==> src/verilog/cache_pkg.sv <==
package cache_pkg;

    localparam int num_lines = 16;
    localparam int index_w   = 4;
    localparam int tag_w     = 8;
    localparam int addr_w    = tag_w + index_w;
    localparam int data_w    = 32;

    typedef logic [addr_w-1:0]  addr_t;   // word address
    typedef logic [data_w-1:0]  word_t;
    typedef logic [index_w-1:0] index_t;
    typedef logic [tag_w-1:0]   tag_t;

    // tag sits in the upper bits of a word address
    typedef struct packed {
        tag_t   tag;
        index_t index;
    } addr_split_t;

    typedef struct packed {
        logic valid;
        logic dirty;
        tag_t tag;
    } tag_entry_t;

    typedef struct packed {
        logic  write;
        addr_t addr;
        word_t wdata;
    } cpu_req_t;

    typedef struct packed {
        word_t rdata;
    } cpu_rsp_t;

    typedef struct packed {
        logic  rd_wrt;   // 1 = read
        addr_t addr;
        word_t wdata;
    } mem_req_t;

endpackage

==> src/verilog/line_ram.sv <==
`timescale 1ns/1ps

module line_ram #(
    parameter type entry_t = logic [31:0]
) (
    input  logic              clk,
    input  logic              rst,
    input  logic              we,
    input  cache_pkg::index_t waddr,
    input  entry_t            wdata,
    input  cache_pkg::index_t raddr_a,
    input  cache_pkg::index_t raddr_b,
    output entry_t            rdata_a,
    output entry_t            rdata_b
);

    entry_t mem [cache_pkg::num_lines];

    // cleared so every line comes up invalid and clean
    always_ff @(posedge clk or negedge rst) begin
        if (!rst) begin
            for (int i = 0; i < cache_pkg::num_lines; i++) begin
                mem[i] <= '0;
            end
        end else if (we) begin
            mem[waddr] <= wdata;
        end
    end

    assign rdata_a = mem[raddr_a];   // request side
    assign rdata_b = mem[raddr_b];   // flush side

endmodule

==> src/verilog/cache_datapath.sv <==
`timescale 1ns/1ps

module cache_datapath (
    input  logic                  clk,
    input  logic                  rst,
    input  logic                  enable_cache,
    input  cache_pkg::cpu_req_t   req,
    input  logic                  fill,
    input  logic                  hit_access,
    input  logic                  wb_phase,
    input  cache_pkg::index_t     flush_index,
    input  logic                  one_line_flushed,
    input  logic                  flush_finish,
    input  logic                  done_mem,
    input  cache_pkg::word_t      mem_rdata,
    output logic                  miss_hit,
    output logic                  wrt_bck,
    output logic                  line_dirty,
    output logic                  rsp_valid,
    output cache_pkg::cpu_rsp_t   rsp,
    output cache_pkg::mem_req_t   mem_req,
    output logic                  tag_we,
    output cache_pkg::index_t     tag_waddr,
    output cache_pkg::tag_entry_t tag_wdata,
    output cache_pkg::index_t     tag_raddr_a,
    output cache_pkg::index_t     tag_raddr_b,
    input  cache_pkg::tag_entry_t tag_rdata_a,
    input  cache_pkg::tag_entry_t tag_rdata_b,
    output logic                  data_we,
    output cache_pkg::index_t     data_waddr,
    output cache_pkg::word_t      data_wdata,
    output cache_pkg::index_t     data_raddr_a,
    output cache_pkg::index_t     data_raddr_b,
    input  cache_pkg::word_t      data_rdata_a,
    input  cache_pkg::word_t      data_rdata_b
);

    cache_pkg::cpu_req_t    req_q;
    cache_pkg::tag_entry_t  victim_q;
    cache_pkg::word_t       victim_word_q;
    logic                   victim_pending;   // miss writeback still owed
    cache_pkg::addr_split_t cur;
    cache_pkg::addr_split_t held;
    logic                   line_clear;
    logic                   line_write;

    // live request in its strobe cycle, latched one afterwards
    assign cur  = enable_cache ? req.addr : req_q.addr;
    assign held = req_q.addr;

    assign tag_raddr_a  = cur.index;
    assign data_raddr_a = cur.index;
    assign tag_raddr_b  = flush_index;
    assign data_raddr_b = flush_index;

    assign miss_hit   = tag_rdata_a.valid && (tag_rdata_a.tag == cur.tag);
    assign wrt_bck    = victim_q.valid && victim_q.dirty;
    assign line_dirty = tag_rdata_b.valid && tag_rdata_b.dirty;

    always_ff @(posedge clk) begin
        if (enable_cache) begin
            req_q         <= req;
            victim_word_q <= data_rdata_a;   // survives the fill
        end
    end

    always_ff @(posedge clk or negedge rst) begin
        if (!rst) begin
            victim_q       <= '0;
            victim_pending <= 1'b0;
        end else begin
            if (enable_cache) begin
                victim_q <= tag_rdata_a;
            end
            if (fill && wrt_bck) begin
                victim_pending <= 1'b1;
            end else if (victim_pending && done_mem) begin
                victim_pending <= 1'b0;
            end
        end
    end

    // flushed line keeps valid and tag, loses dirty
    assign line_clear = (one_line_flushed || flush_finish) && done_mem;
    assign line_write = fill || (hit_access && req_q.write);

    always_comb begin
        tag_we    = line_write;
        tag_waddr = held.index;
        tag_wdata = '{valid: 1'b1, dirty: req_q.write, tag: held.tag};
        if (line_clear) begin
            tag_we    = 1'b1;
            tag_waddr = flush_index;
            tag_wdata = '{valid: tag_rdata_b.valid, dirty: 1'b0, tag: tag_rdata_b.tag};
        end
    end

    assign data_we    = line_write;
    assign data_waddr = held.index;
    assign data_wdata = req_q.write ? req_q.wdata : mem_rdata;   // one word, write replaces it

    assign rsp_valid  = fill || hit_access;
    assign rsp.rdata  = fill ? mem_rdata : data_rdata_a;

    always_comb begin
        mem_req.rd_wrt = !wb_phase;
        mem_req.addr   = req_q.addr;
        mem_req.wdata  = data_rdata_b;
        if (victim_pending) begin
            mem_req.addr  = {victim_q.tag, held.index};
            mem_req.wdata = victim_word_q;
        end else if (wb_phase) begin
            mem_req.addr = {tag_rdata_b.tag, flush_index};   // flush writeback
        end
    end

    a_fill_not_hit: assert property (@(posedge clk) disable iff (!rst)
        !(fill && hit_access));

endmodule

==> src/verilog/cache_controller.sv <==
`timescale 1ns/1ps

module cache_controller (
    input  logic              clk,
    input  logic              rst,
    input  logic              flush,
    input  logic              enable_cache,
    input  logic              line_dirty,
    input  logic              done_mem,
    input  logic              miss_hit,
    input  logic              wrt_bck,
    output logic              rd_wrt_mem,
    output logic              mem_enable,
    output logic              idle,
    output logic              mem_rdy,
    output logic              hit_access,
    output logic              wb_phase,
    output logic              one_line_flushed,
    output logic              flush_finish,
    output cache_pkg::index_t flush_index
);

    typedef enum logic [2:0] {
        IDLE,
        CACHE,
        MISS,
        WRITEBACK,
        FLUSH_START,
        FLUSH_IN_PROCESS
    } state_t;

    state_t            state;
    state_t            nxt_state;
    cache_pkg::index_t flush_cntr;
    logic              flush_clr;
    logic              flush_enable;
    logic              flush_end;

    always_ff @(posedge clk or negedge rst) begin
        if (!rst) begin
            flush_cntr <= '0;
        end else if (flush_clr) begin
            flush_cntr <= '0;
        end else if (flush_enable) begin
            flush_cntr <= flush_cntr + 1'b1;
        end
    end

    assign flush_end   = (flush_cntr == cache_pkg::index_t'(cache_pkg::num_lines - 1));
    assign flush_index = flush_cntr;

    always_ff @(posedge clk or negedge rst) begin
        if (!rst) begin
            state <= IDLE;
        end else begin
            state <= nxt_state;
        end
    end

    always_comb begin
        nxt_state        = state;
        rd_wrt_mem       = 1'b0;
        mem_enable       = 1'b0;
        idle             = 1'b0;
        mem_rdy          = 1'b0;
        hit_access       = 1'b0;
        wb_phase         = 1'b0;
        one_line_flushed = 1'b0;
        flush_finish     = 1'b0;
        flush_clr        = 1'b0;
        flush_enable     = 1'b0;
        case (state)
            IDLE: begin
                idle = 1'b1;
                if (flush) begin
                    nxt_state = FLUSH_START;
                    flush_clr = 1'b1;
                end else if (enable_cache && !miss_hit) begin
                    nxt_state = MISS;
                end else if (enable_cache) begin
                    nxt_state = CACHE;
                end
            end
            CACHE: begin
                hit_access = 1'b1;
                nxt_state  = IDLE;
            end
            MISS: begin
                mem_enable = 1'b1;   // read held until done
                rd_wrt_mem = 1'b1;
                if (done_mem) begin
                    mem_rdy   = 1'b1;
                    nxt_state = wrt_bck ? WRITEBACK : IDLE;
                end
            end
            WRITEBACK: begin
                mem_enable = 1'b1;
                wb_phase   = 1'b1;
                if (done_mem) begin
                    nxt_state = IDLE;
                end
            end
            FLUSH_START: begin
                if (line_dirty) begin
                    mem_enable = 1'b1;
                    wb_phase   = 1'b1;
                    nxt_state  = FLUSH_IN_PROCESS;
                end else if (flush_end) begin
                    // clean last line ends the walk too
                    flush_finish = 1'b1;
                    flush_clr    = 1'b1;
                    nxt_state    = IDLE;
                end else begin
                    flush_enable     = 1'b1;
                    one_line_flushed = 1'b1;
                end
            end
            FLUSH_IN_PROCESS: begin
                mem_enable = 1'b1;
                wb_phase   = 1'b1;
                if (done_mem && !flush_end) begin
                    flush_enable     = 1'b1;
                    one_line_flushed = 1'b1;
                    nxt_state        = FLUSH_START;
                end else if (done_mem) begin
                    flush_finish = 1'b1;
                    flush_clr    = 1'b1;
                    nxt_state    = IDLE;
                end
            end
            default: nxt_state = IDLE;
        endcase
    end

    // request stays up and the cache stays busy until memory answers
    a_mem_busy: assert property (@(posedge clk) disable iff (!rst)
        mem_enable && !done_mem |=> mem_enable && !idle);

    a_flush_last: assert property (@(posedge clk) disable iff (!rst)
        flush_finish |-> flush_end ##1 (idle && flush_index == '0));

    a_req_when_idle: assert property (@(posedge clk) disable iff (!rst)
        enable_cache |-> idle);

endmodule

==> src/verilog/cache_top.sv <==
`timescale 1ns/1ps

module cache_top (
    input  logic                clk,
    input  logic                rst,
    input  logic                enable_cache,
    input  cache_pkg::cpu_req_t req,
    output logic                rsp_valid,
    output cache_pkg::cpu_rsp_t rsp,
    output logic                idle,
    input  logic                flush,
    output logic                flush_finish,
    output logic                mem_enable,
    output cache_pkg::mem_req_t mem_req,
    input  logic                done_mem,
    input  cache_pkg::word_t    mem_rdata
);

    logic                  miss_hit;
    logic                  wrt_bck;
    logic                  line_dirty;
    logic                  rd_wrt_mem;
    logic                  mem_rdy;
    logic                  hit_access;
    logic                  wb_phase;
    logic                  one_line_flushed;
    cache_pkg::index_t     flush_index;

    logic                  tag_we;
    cache_pkg::index_t     tag_waddr;
    cache_pkg::tag_entry_t tag_wdata;
    cache_pkg::index_t     tag_raddr_a;
    cache_pkg::index_t     tag_raddr_b;
    cache_pkg::tag_entry_t tag_rdata_a;
    cache_pkg::tag_entry_t tag_rdata_b;
    logic                  data_we;
    cache_pkg::index_t     data_waddr;
    cache_pkg::word_t      data_wdata;
    cache_pkg::index_t     data_raddr_a;
    cache_pkg::index_t     data_raddr_b;
    cache_pkg::word_t      data_rdata_a;
    cache_pkg::word_t      data_rdata_b;

    cache_controller u_ctrl (
        .clk              (clk),
        .rst              (rst),
        .flush            (flush),
        .enable_cache     (enable_cache),
        .line_dirty       (line_dirty),
        .done_mem         (done_mem),
        .miss_hit         (miss_hit),
        .wrt_bck          (wrt_bck),
        .rd_wrt_mem       (rd_wrt_mem),
        .mem_enable       (mem_enable),
        .idle             (idle),
        .mem_rdy          (mem_rdy),
        .hit_access       (hit_access),
        .wb_phase         (wb_phase),
        .one_line_flushed (one_line_flushed),
        .flush_finish     (flush_finish),
        .flush_index      (flush_index)
    );

    cache_datapath u_dp (
        .clk              (clk),
        .rst              (rst),
        .enable_cache     (enable_cache),
        .req              (req),
        .fill             (mem_rdy),
        .hit_access       (hit_access),
        .wb_phase         (wb_phase),
        .flush_index      (flush_index),
        .one_line_flushed (one_line_flushed),
        .flush_finish     (flush_finish),
        .done_mem         (done_mem),
        .mem_rdata        (mem_rdata),
        .miss_hit         (miss_hit),
        .wrt_bck          (wrt_bck),
        .line_dirty       (line_dirty),
        .rsp_valid        (rsp_valid),
        .rsp              (rsp),
        .mem_req          (mem_req),
        .tag_we           (tag_we),
        .tag_waddr        (tag_waddr),
        .tag_wdata        (tag_wdata),
        .tag_raddr_a      (tag_raddr_a),
        .tag_raddr_b      (tag_raddr_b),
        .tag_rdata_a      (tag_rdata_a),
        .tag_rdata_b      (tag_rdata_b),
        .data_we          (data_we),
        .data_waddr       (data_waddr),
        .data_wdata       (data_wdata),
        .data_raddr_a     (data_raddr_a),
        .data_raddr_b     (data_raddr_b),
        .data_rdata_a     (data_rdata_a),
        .data_rdata_b     (data_rdata_b)
    );

    line_ram #(.entry_t(cache_pkg::tag_entry_t)) u_tag_ram (
        .clk     (clk),
        .rst     (rst),
        .we      (tag_we),
        .waddr   (tag_waddr),
        .wdata   (tag_wdata),
        .raddr_a (tag_raddr_a),
        .raddr_b (tag_raddr_b),
        .rdata_a (tag_rdata_a),
        .rdata_b (tag_rdata_b)
    );

    line_ram #(.entry_t(cache_pkg::word_t)) u_data_ram (
        .clk     (clk),
        .rst     (rst),
        .we      (data_we),
        .waddr   (data_waddr),
        .wdata   (data_wdata),
        .raddr_a (data_raddr_a),
        .raddr_b (data_raddr_b),
        .rdata_a (data_rdata_a),
        .rdata_b (data_rdata_b)
    );

    // direction from the FSM must match what the datapath puts on the bus
    a_rd_wrt_agree: assert property (@(posedge clk) disable iff (!rst)
        mem_enable |-> (mem_req.rd_wrt == rd_wrt_mem));

endmodule

==> config.mk <==
export PLATFORM = sky130hd
export DESIGN_NAME = cache_top
export DESIGN_NICKNAME = d
export VERILOG_FILES = /design/src/verilog/cache_pkg.sv /design/src/verilog/line_ram.sv /design/src/verilog/cache_datapath.sv /design/src/verilog/cache_controller.sv /design/src/verilog/cache_top.sv
export SDC_FILE = /design/constraint.sdc
export NUM_CORES = 2
export LEC_CHECK = 0
export CORE_MARGIN = 4
export CORE_UTILIZATION = 65
export CTS_CLUSTER_DIAMETER = 100
export DETAILED_ROUTE_END_ITERATION = 10
export DONT_BUFFER_PORTS = 1
export PLACE_DENSITY = 0.81
export SYNTH_ARGS = -nofsm -noshare
export SYNTH_HDL_FRONTEND = slang
export SYNTH_SLANG_ARGS = --single-unit
export TNS_END_PERCENT = 5
==> constraint.sdc <==
create_clock -name clk -period 6.2 [get_ports clk]
set_input_delay 0.93 -clock clk [delete_from_list [all_inputs] [get_ports clk]]
set_output_delay 0.93 -clock clk [all_outputs]
set_load 0.02 [all_outputs]
After elaboration in Yosys (flattened, before gate mapping)
Cells that the tools add are included.
{ "word_totals": {"inputBits": 82, "mem_bits_rw": 0, "wordCells": 176, "mem_bits_ro": 0, "n_memories": 0, "latchBits": 0, "out_inout_bits": 81, "ff_bits": 767} }
{ "op_classes": {"multipliers": 0, "n_shift": 0, "n_addsub": 1, "n_div": 0, "bitwise": 4, "eq_ne": 10, "n_mux": 58, "n_reduce_logical": 23, "order_cmp": 6} }
{ "ops": {"columns": ["cell", "count"], "rows": [
  ["512-bit bitwise mux", 1],
  ["32-bit binary-select mux with 4-bit select", 2],
  ["32-bit 2-to-1 mux", 8],
  ["160-bit bitwise mux", 1],
  ["32-bit demux with 4-bit select", 1],
  ["10-bit binary-select mux with 4-bit select", 2],
  ["10-bit 2-to-1 mux", 6],
  ["10-bit demux with 4-bit select", 1],
  ["12-bit 2-to-1 mux", 3],
  ["3-bit 2-to-1 mux", 8],
  ["5-bit greater-or-equal comparator (second input constant)", 4],
  ["4-bit inverter with 5-bit output", 4],
  ["1-bit 2-to-1 mux", 15],
  ["3-bit case mux with 5 select lines", 1],
  ["4-bit 2-to-1 mux", 3],
  ["1-bit logical AND", 11],
  ["5-bit by 1-bit less-than comparator with 1-bit output (second input constant)", 2],
  ["8-bit equality test", 1],
  ["1-bit case mux with 2 select lines", 4],
  ["3-bit by 2-bit equality test with 1-bit output (second input constant)", 2],
  ["3-bit equality test (second input constant)", 2],
  ["4-bit by 1-bit adder with 4-bit output (second input constant)", 1],
  ["4-bit equality test (second input constant)", 1],
  ["4-bit by 3-bit inequality test with 1-bit output (second input constant)", 1],
  ["12 further kinds", 17]
]} }

Depth between registers and ports, before layout
{ "depth": {"depth_word": 16, "depth_mapped": 13, "ltp_nobuf": 8} }

Hierarchy
From an unflattened synthesis, not the netlist that was laid out.
{ "unflattened": {"hier_cells": 2575, "area_unflattened_um2": 40114.7} }
{ "by_module_without_submodules": {"columns": ["mod", "n_inst", "cells_per_inst", "area_per_inst_um2", "seq_area_each_um2"], "rows": [
  ["line_ram (u_data_ram)", 1, 1676, 26457.9, 12812.3],
  ["line_ram (u_tag_ram)", 1, 533, 8491.9, 4003.8],
  ["cache_datapath", 1, 304, 4633.2, 2587.5],
  ["cache_controller", 1, 62, 531.8, 175.2]
]} }

Worst setup path after synthesis
Ideal clock, no wire load.
{ "synth_path": {"path_type": "input to output", "start": "input enable_cache", "end": "output rsp[23] (netlist bit)", "n_path_buf": 4, "path_stages": 9, "slack_ps": 1815, "t_arrival_ps": 3455, "t_required_ps": 5270, "path_cell_list": "mux2_2 > buf_2 > buf_2 > buf_2 > buf_1 > mux4_2 > nand2_1 > a31oi_1 > mux2_2"} }
{ "synth_rtl": {"columns": ["item", "line", "text"], "rows": [
  ["from (decl)", "cache_top.sv:6", "input logic enable_cache,"],
  ["to (decl)", "cache_top.sv:9", "output cache_pkg::cpu_rsp_t rsp,"]
]} }

==> reports/results.ini <==
[critical_path]
cpPeakStageDelay_ps=1000
endpoint_kind=output pin
start_kind=flip-flop
critical-path-slowest-cell=dfrtp_4
worstPathCellList=mux4_1, mux4_2, nand2_1, nor2_1, a21oi_2, nor2_1, o21ai_0
arrival_ps=4440
required_ps=5270
path_common_cell=nor2_1
critical_path_class=flip-flop to output pin
cp_max_fo=48

[yosys]
syn_area_per_cell_sq_um=11.0
synth_area_leaders=dfrtp_1 (43%), mux4_2 (14%), mux2_2 (6.7%)
netlist_area_sq_um=39800
synth_top_cells_by_count=dfrtp_1 (690), nand2_1 (644), o21ai_0 (428)
yosysMostFrequentCell=dfrtp_1
yosys.area.top_type=dfrtp_1
ys_seq_area_share_pct=49.2
synth_edf_count=77
syn_inst=3616
yosysWarnings=0
synth_nets=3699
synth_cell_types=67
async_flop_share_pct=90.0
ys_ff_latch=767
synth_ff_type=dfrtp_1
netlist.area_leader.share_pct=43.4

[route]
drtIter0Drc=3800
wl_per_cell_um=27.0
drt_first_pass_iters=8
drt-total-wl_mm=116
postRouteAntennaNets=0
via_per_inst=7.15
num_vias=30600
drcViolationCount=0

[timing]
clock_skew_ps=28.2
max_freq_mhz=186
period_share_pct=86.6
fin_setup_tns_ps=0
setup_viol=0
finalHoldWorstSlack_ps=30.0
final_hold_viol_count=0
slew_headroom_pct=-39.1
rsz0062_at_grt=no
tightest_slew_ps=2090
report.final.slew_viol_count=506
min_period_ps=5370

[finish]
fin_nets=3517
areaGrowthSynthToFinish_pct=7.76
finalInstanceArea_sq_um=42900
drive_gt1_share_pct=20.4
fill_cells=3996

[clock_network]
cts_hold_buf=0
clk_path_buf_depth=3
cts_tree=yes
cts_made_buffers=81
cts_setup_buffers=0
cts.sinks=767
cts-root-buf=clkbuf_16
htree_num_levels=3
cts_resized=0
path_clk_slew_ps=60
clk-insertion-delay-late_ps=630

[pwr]
pwr_density_cell_nw_per_um2=404
p_leak_nw=18.1
ir_worst_vdd_mv=0.339

[die]
num_rows=90
core_area_sq_um=60500
die_w_um=255
die_y_um=255
boundaryPins=163
die_area_sq_um=65200
start_util_pct=65.8

[global_routing]
grt_pass1_vias=31800
grt_start_max_net_pins=691
grtUsageTotal_pct=35.2
antenna_found_initial=1
gr-total-overflow=0
grt_pass1_wl_mm=180

[outcome]
status=finished with violations
violations=slew limit

[min_path]
min_path_type=input port to asynchronous set/reset pin

[place]
numPortBuffers=0
gp_congestion=0.923
place_hpwl_mm=65.2
post_dp_cell_area_sq_um=40100

[flow_run]
drv_cap=0

registers in the layout, summed over array words and instances (netlist names), 3 cells and up:
register / cells
u_dp.victim_q: 10
u_tag_ram.mem: 160
u_ctrl.flush_index: 4
u_dp.req_q: 33
u_ctrl.state: 3
u_dp.held: 12
u_dp.victim_word_q: 32
u_data_ram.mem: 512
area by class of cell:
cell class                 instances  area (sq um)  area share, %
clock inverter                    30           302          0.703
sequential                       767         19600           45.7
antenna                            2          5.00         0.0117
clock buffer                     118          2400           5.60
inverter                          11          41.3         0.0963
multi-input combinational       2509         19000           44.4
timing repair buffer              64           520           1.21
tap                              782           978           2.28
cell usage in the layout, fill, tap and decap left out, types with 4 or more instances in the layout:
| master | instances |
|---|---|
| nand2b_1 | 7 |
| inv_1 | 9 |
| bufinv_16 | 5 |
| clkbuf_1 | 18 |
| nor2b_1 | 6 |
| a31oi_1 | 47 |
| mux2_2 | 232 |
| clkbuf_16 | 85 |
| clkinv_2 | 15 |
| dfrtp_1 | 685 |
| a22oi_1 | 10 |
| and3_1 | 33 |
| o221ai_1 | 64 |
| o21ai_0 | 428 |
| mux2i_1 | 189 |
| a32oi_1 | 11 |
| edfxtp_1 | 77 |
| nand2_2 | 6 |
| nand3_1 | 20 |
| a21oi_2 | 6 |
| dfrtp_4 | 4 |
| buf_4 | 60 |
| clkbuf_8 | 15 |
| a221oi_1 | 8 |
| a21oi_1 | 247 |
| mux4_2 | 239 |
| nand2_1 | 636 |
| nor2_1 | 233 |
| nor3_1 | 6 |
power breakdown:
group	total (mW)	leakage [nW]	internal, mW	switching (mW)
logic	5.78	6.81	2.36	3.42
registers	6.60	9.93	5.81	0.789
clock network	4.94	1.33	2.90	2.04
total	17.3	18.1	11.1	6.25
kinds of logic after synthesis:
logic type,count (synthesis),share of synthesized area [%]
xor gates and xnor gates,3,0.0661
adders and majority gates,1,0.0314
AOI/OAI and AO/OA,856,12.2
DFF,767,49.2
and+or+nand+nor,979,9.85
buffers and inverters,340,3.47
muxes,670,25.2
metrics by stage:
stage	utilization (%)	cells	setup slack, ps	power [mW]
6_report	70.9	4283	833	17.3
3_5_place_dp	66.4	4131	1520	12.3
3_3_place_gp	66.4	4131	1580	12.0
2_1_floorplan	-	3616	1820	10.7
4_1_cts	70.9	4279	829	17.2
5_1_grt	70.9	4281	661	18.0
per-layer routing:
layer  part of all wire [%]  vias to the layer above  global-route usage [%]  wire, um
met5                  0.011                        -                       0        13
met4                    5.4                        2                    18.1      6200
met3                     12                      472                    9.61     13400
met2                     47                     2052                    55.1     53900
met1                     36                    15300                    45.9     42100
li1                       -                    12800                       -         -
path summary, 6_finish.rpt:
kind                                              startpoint                              end  slack, ps  depth (start not counted)
min in group clk                                      req[1]          u_dp.req_q[1]$_DFFE_PP_        390                          0
hold reg to reg              u_data_ram.mem[314]$_DFFE_PN0P_  u_data_ram.mem[314]$_DFFE_PN0P_        500                          2
setup / recovery           u_ctrl.flush_index[1]$_DFFE_PN0P_                      mem_req[32]        830                          7
max in group asynchronous                                rst  u_data_ram.mem[435]$_DFFE_PN0P_       4540                          0
setup reg to reg                      u_dp.held[1]$_DFFE_PP_      u_ctrl.state[1]$_DFFE_PN0P_       1820                          9
hold / removal                                           rst   u_tag_ram.mem[122]$_DFFE_PN0P_         30                          0
worst max-delay path, delay by kind of cell, from the launching register on:
kind / cells / cell delay, ps
AOI/OAI and AO/OA: 2 / 1320
and+or+nand+nor: 3 / 490
DFF: 1 / 1000
muxes: 2 / 950
No activity file was read; power rests on OpenSTA's default activity.
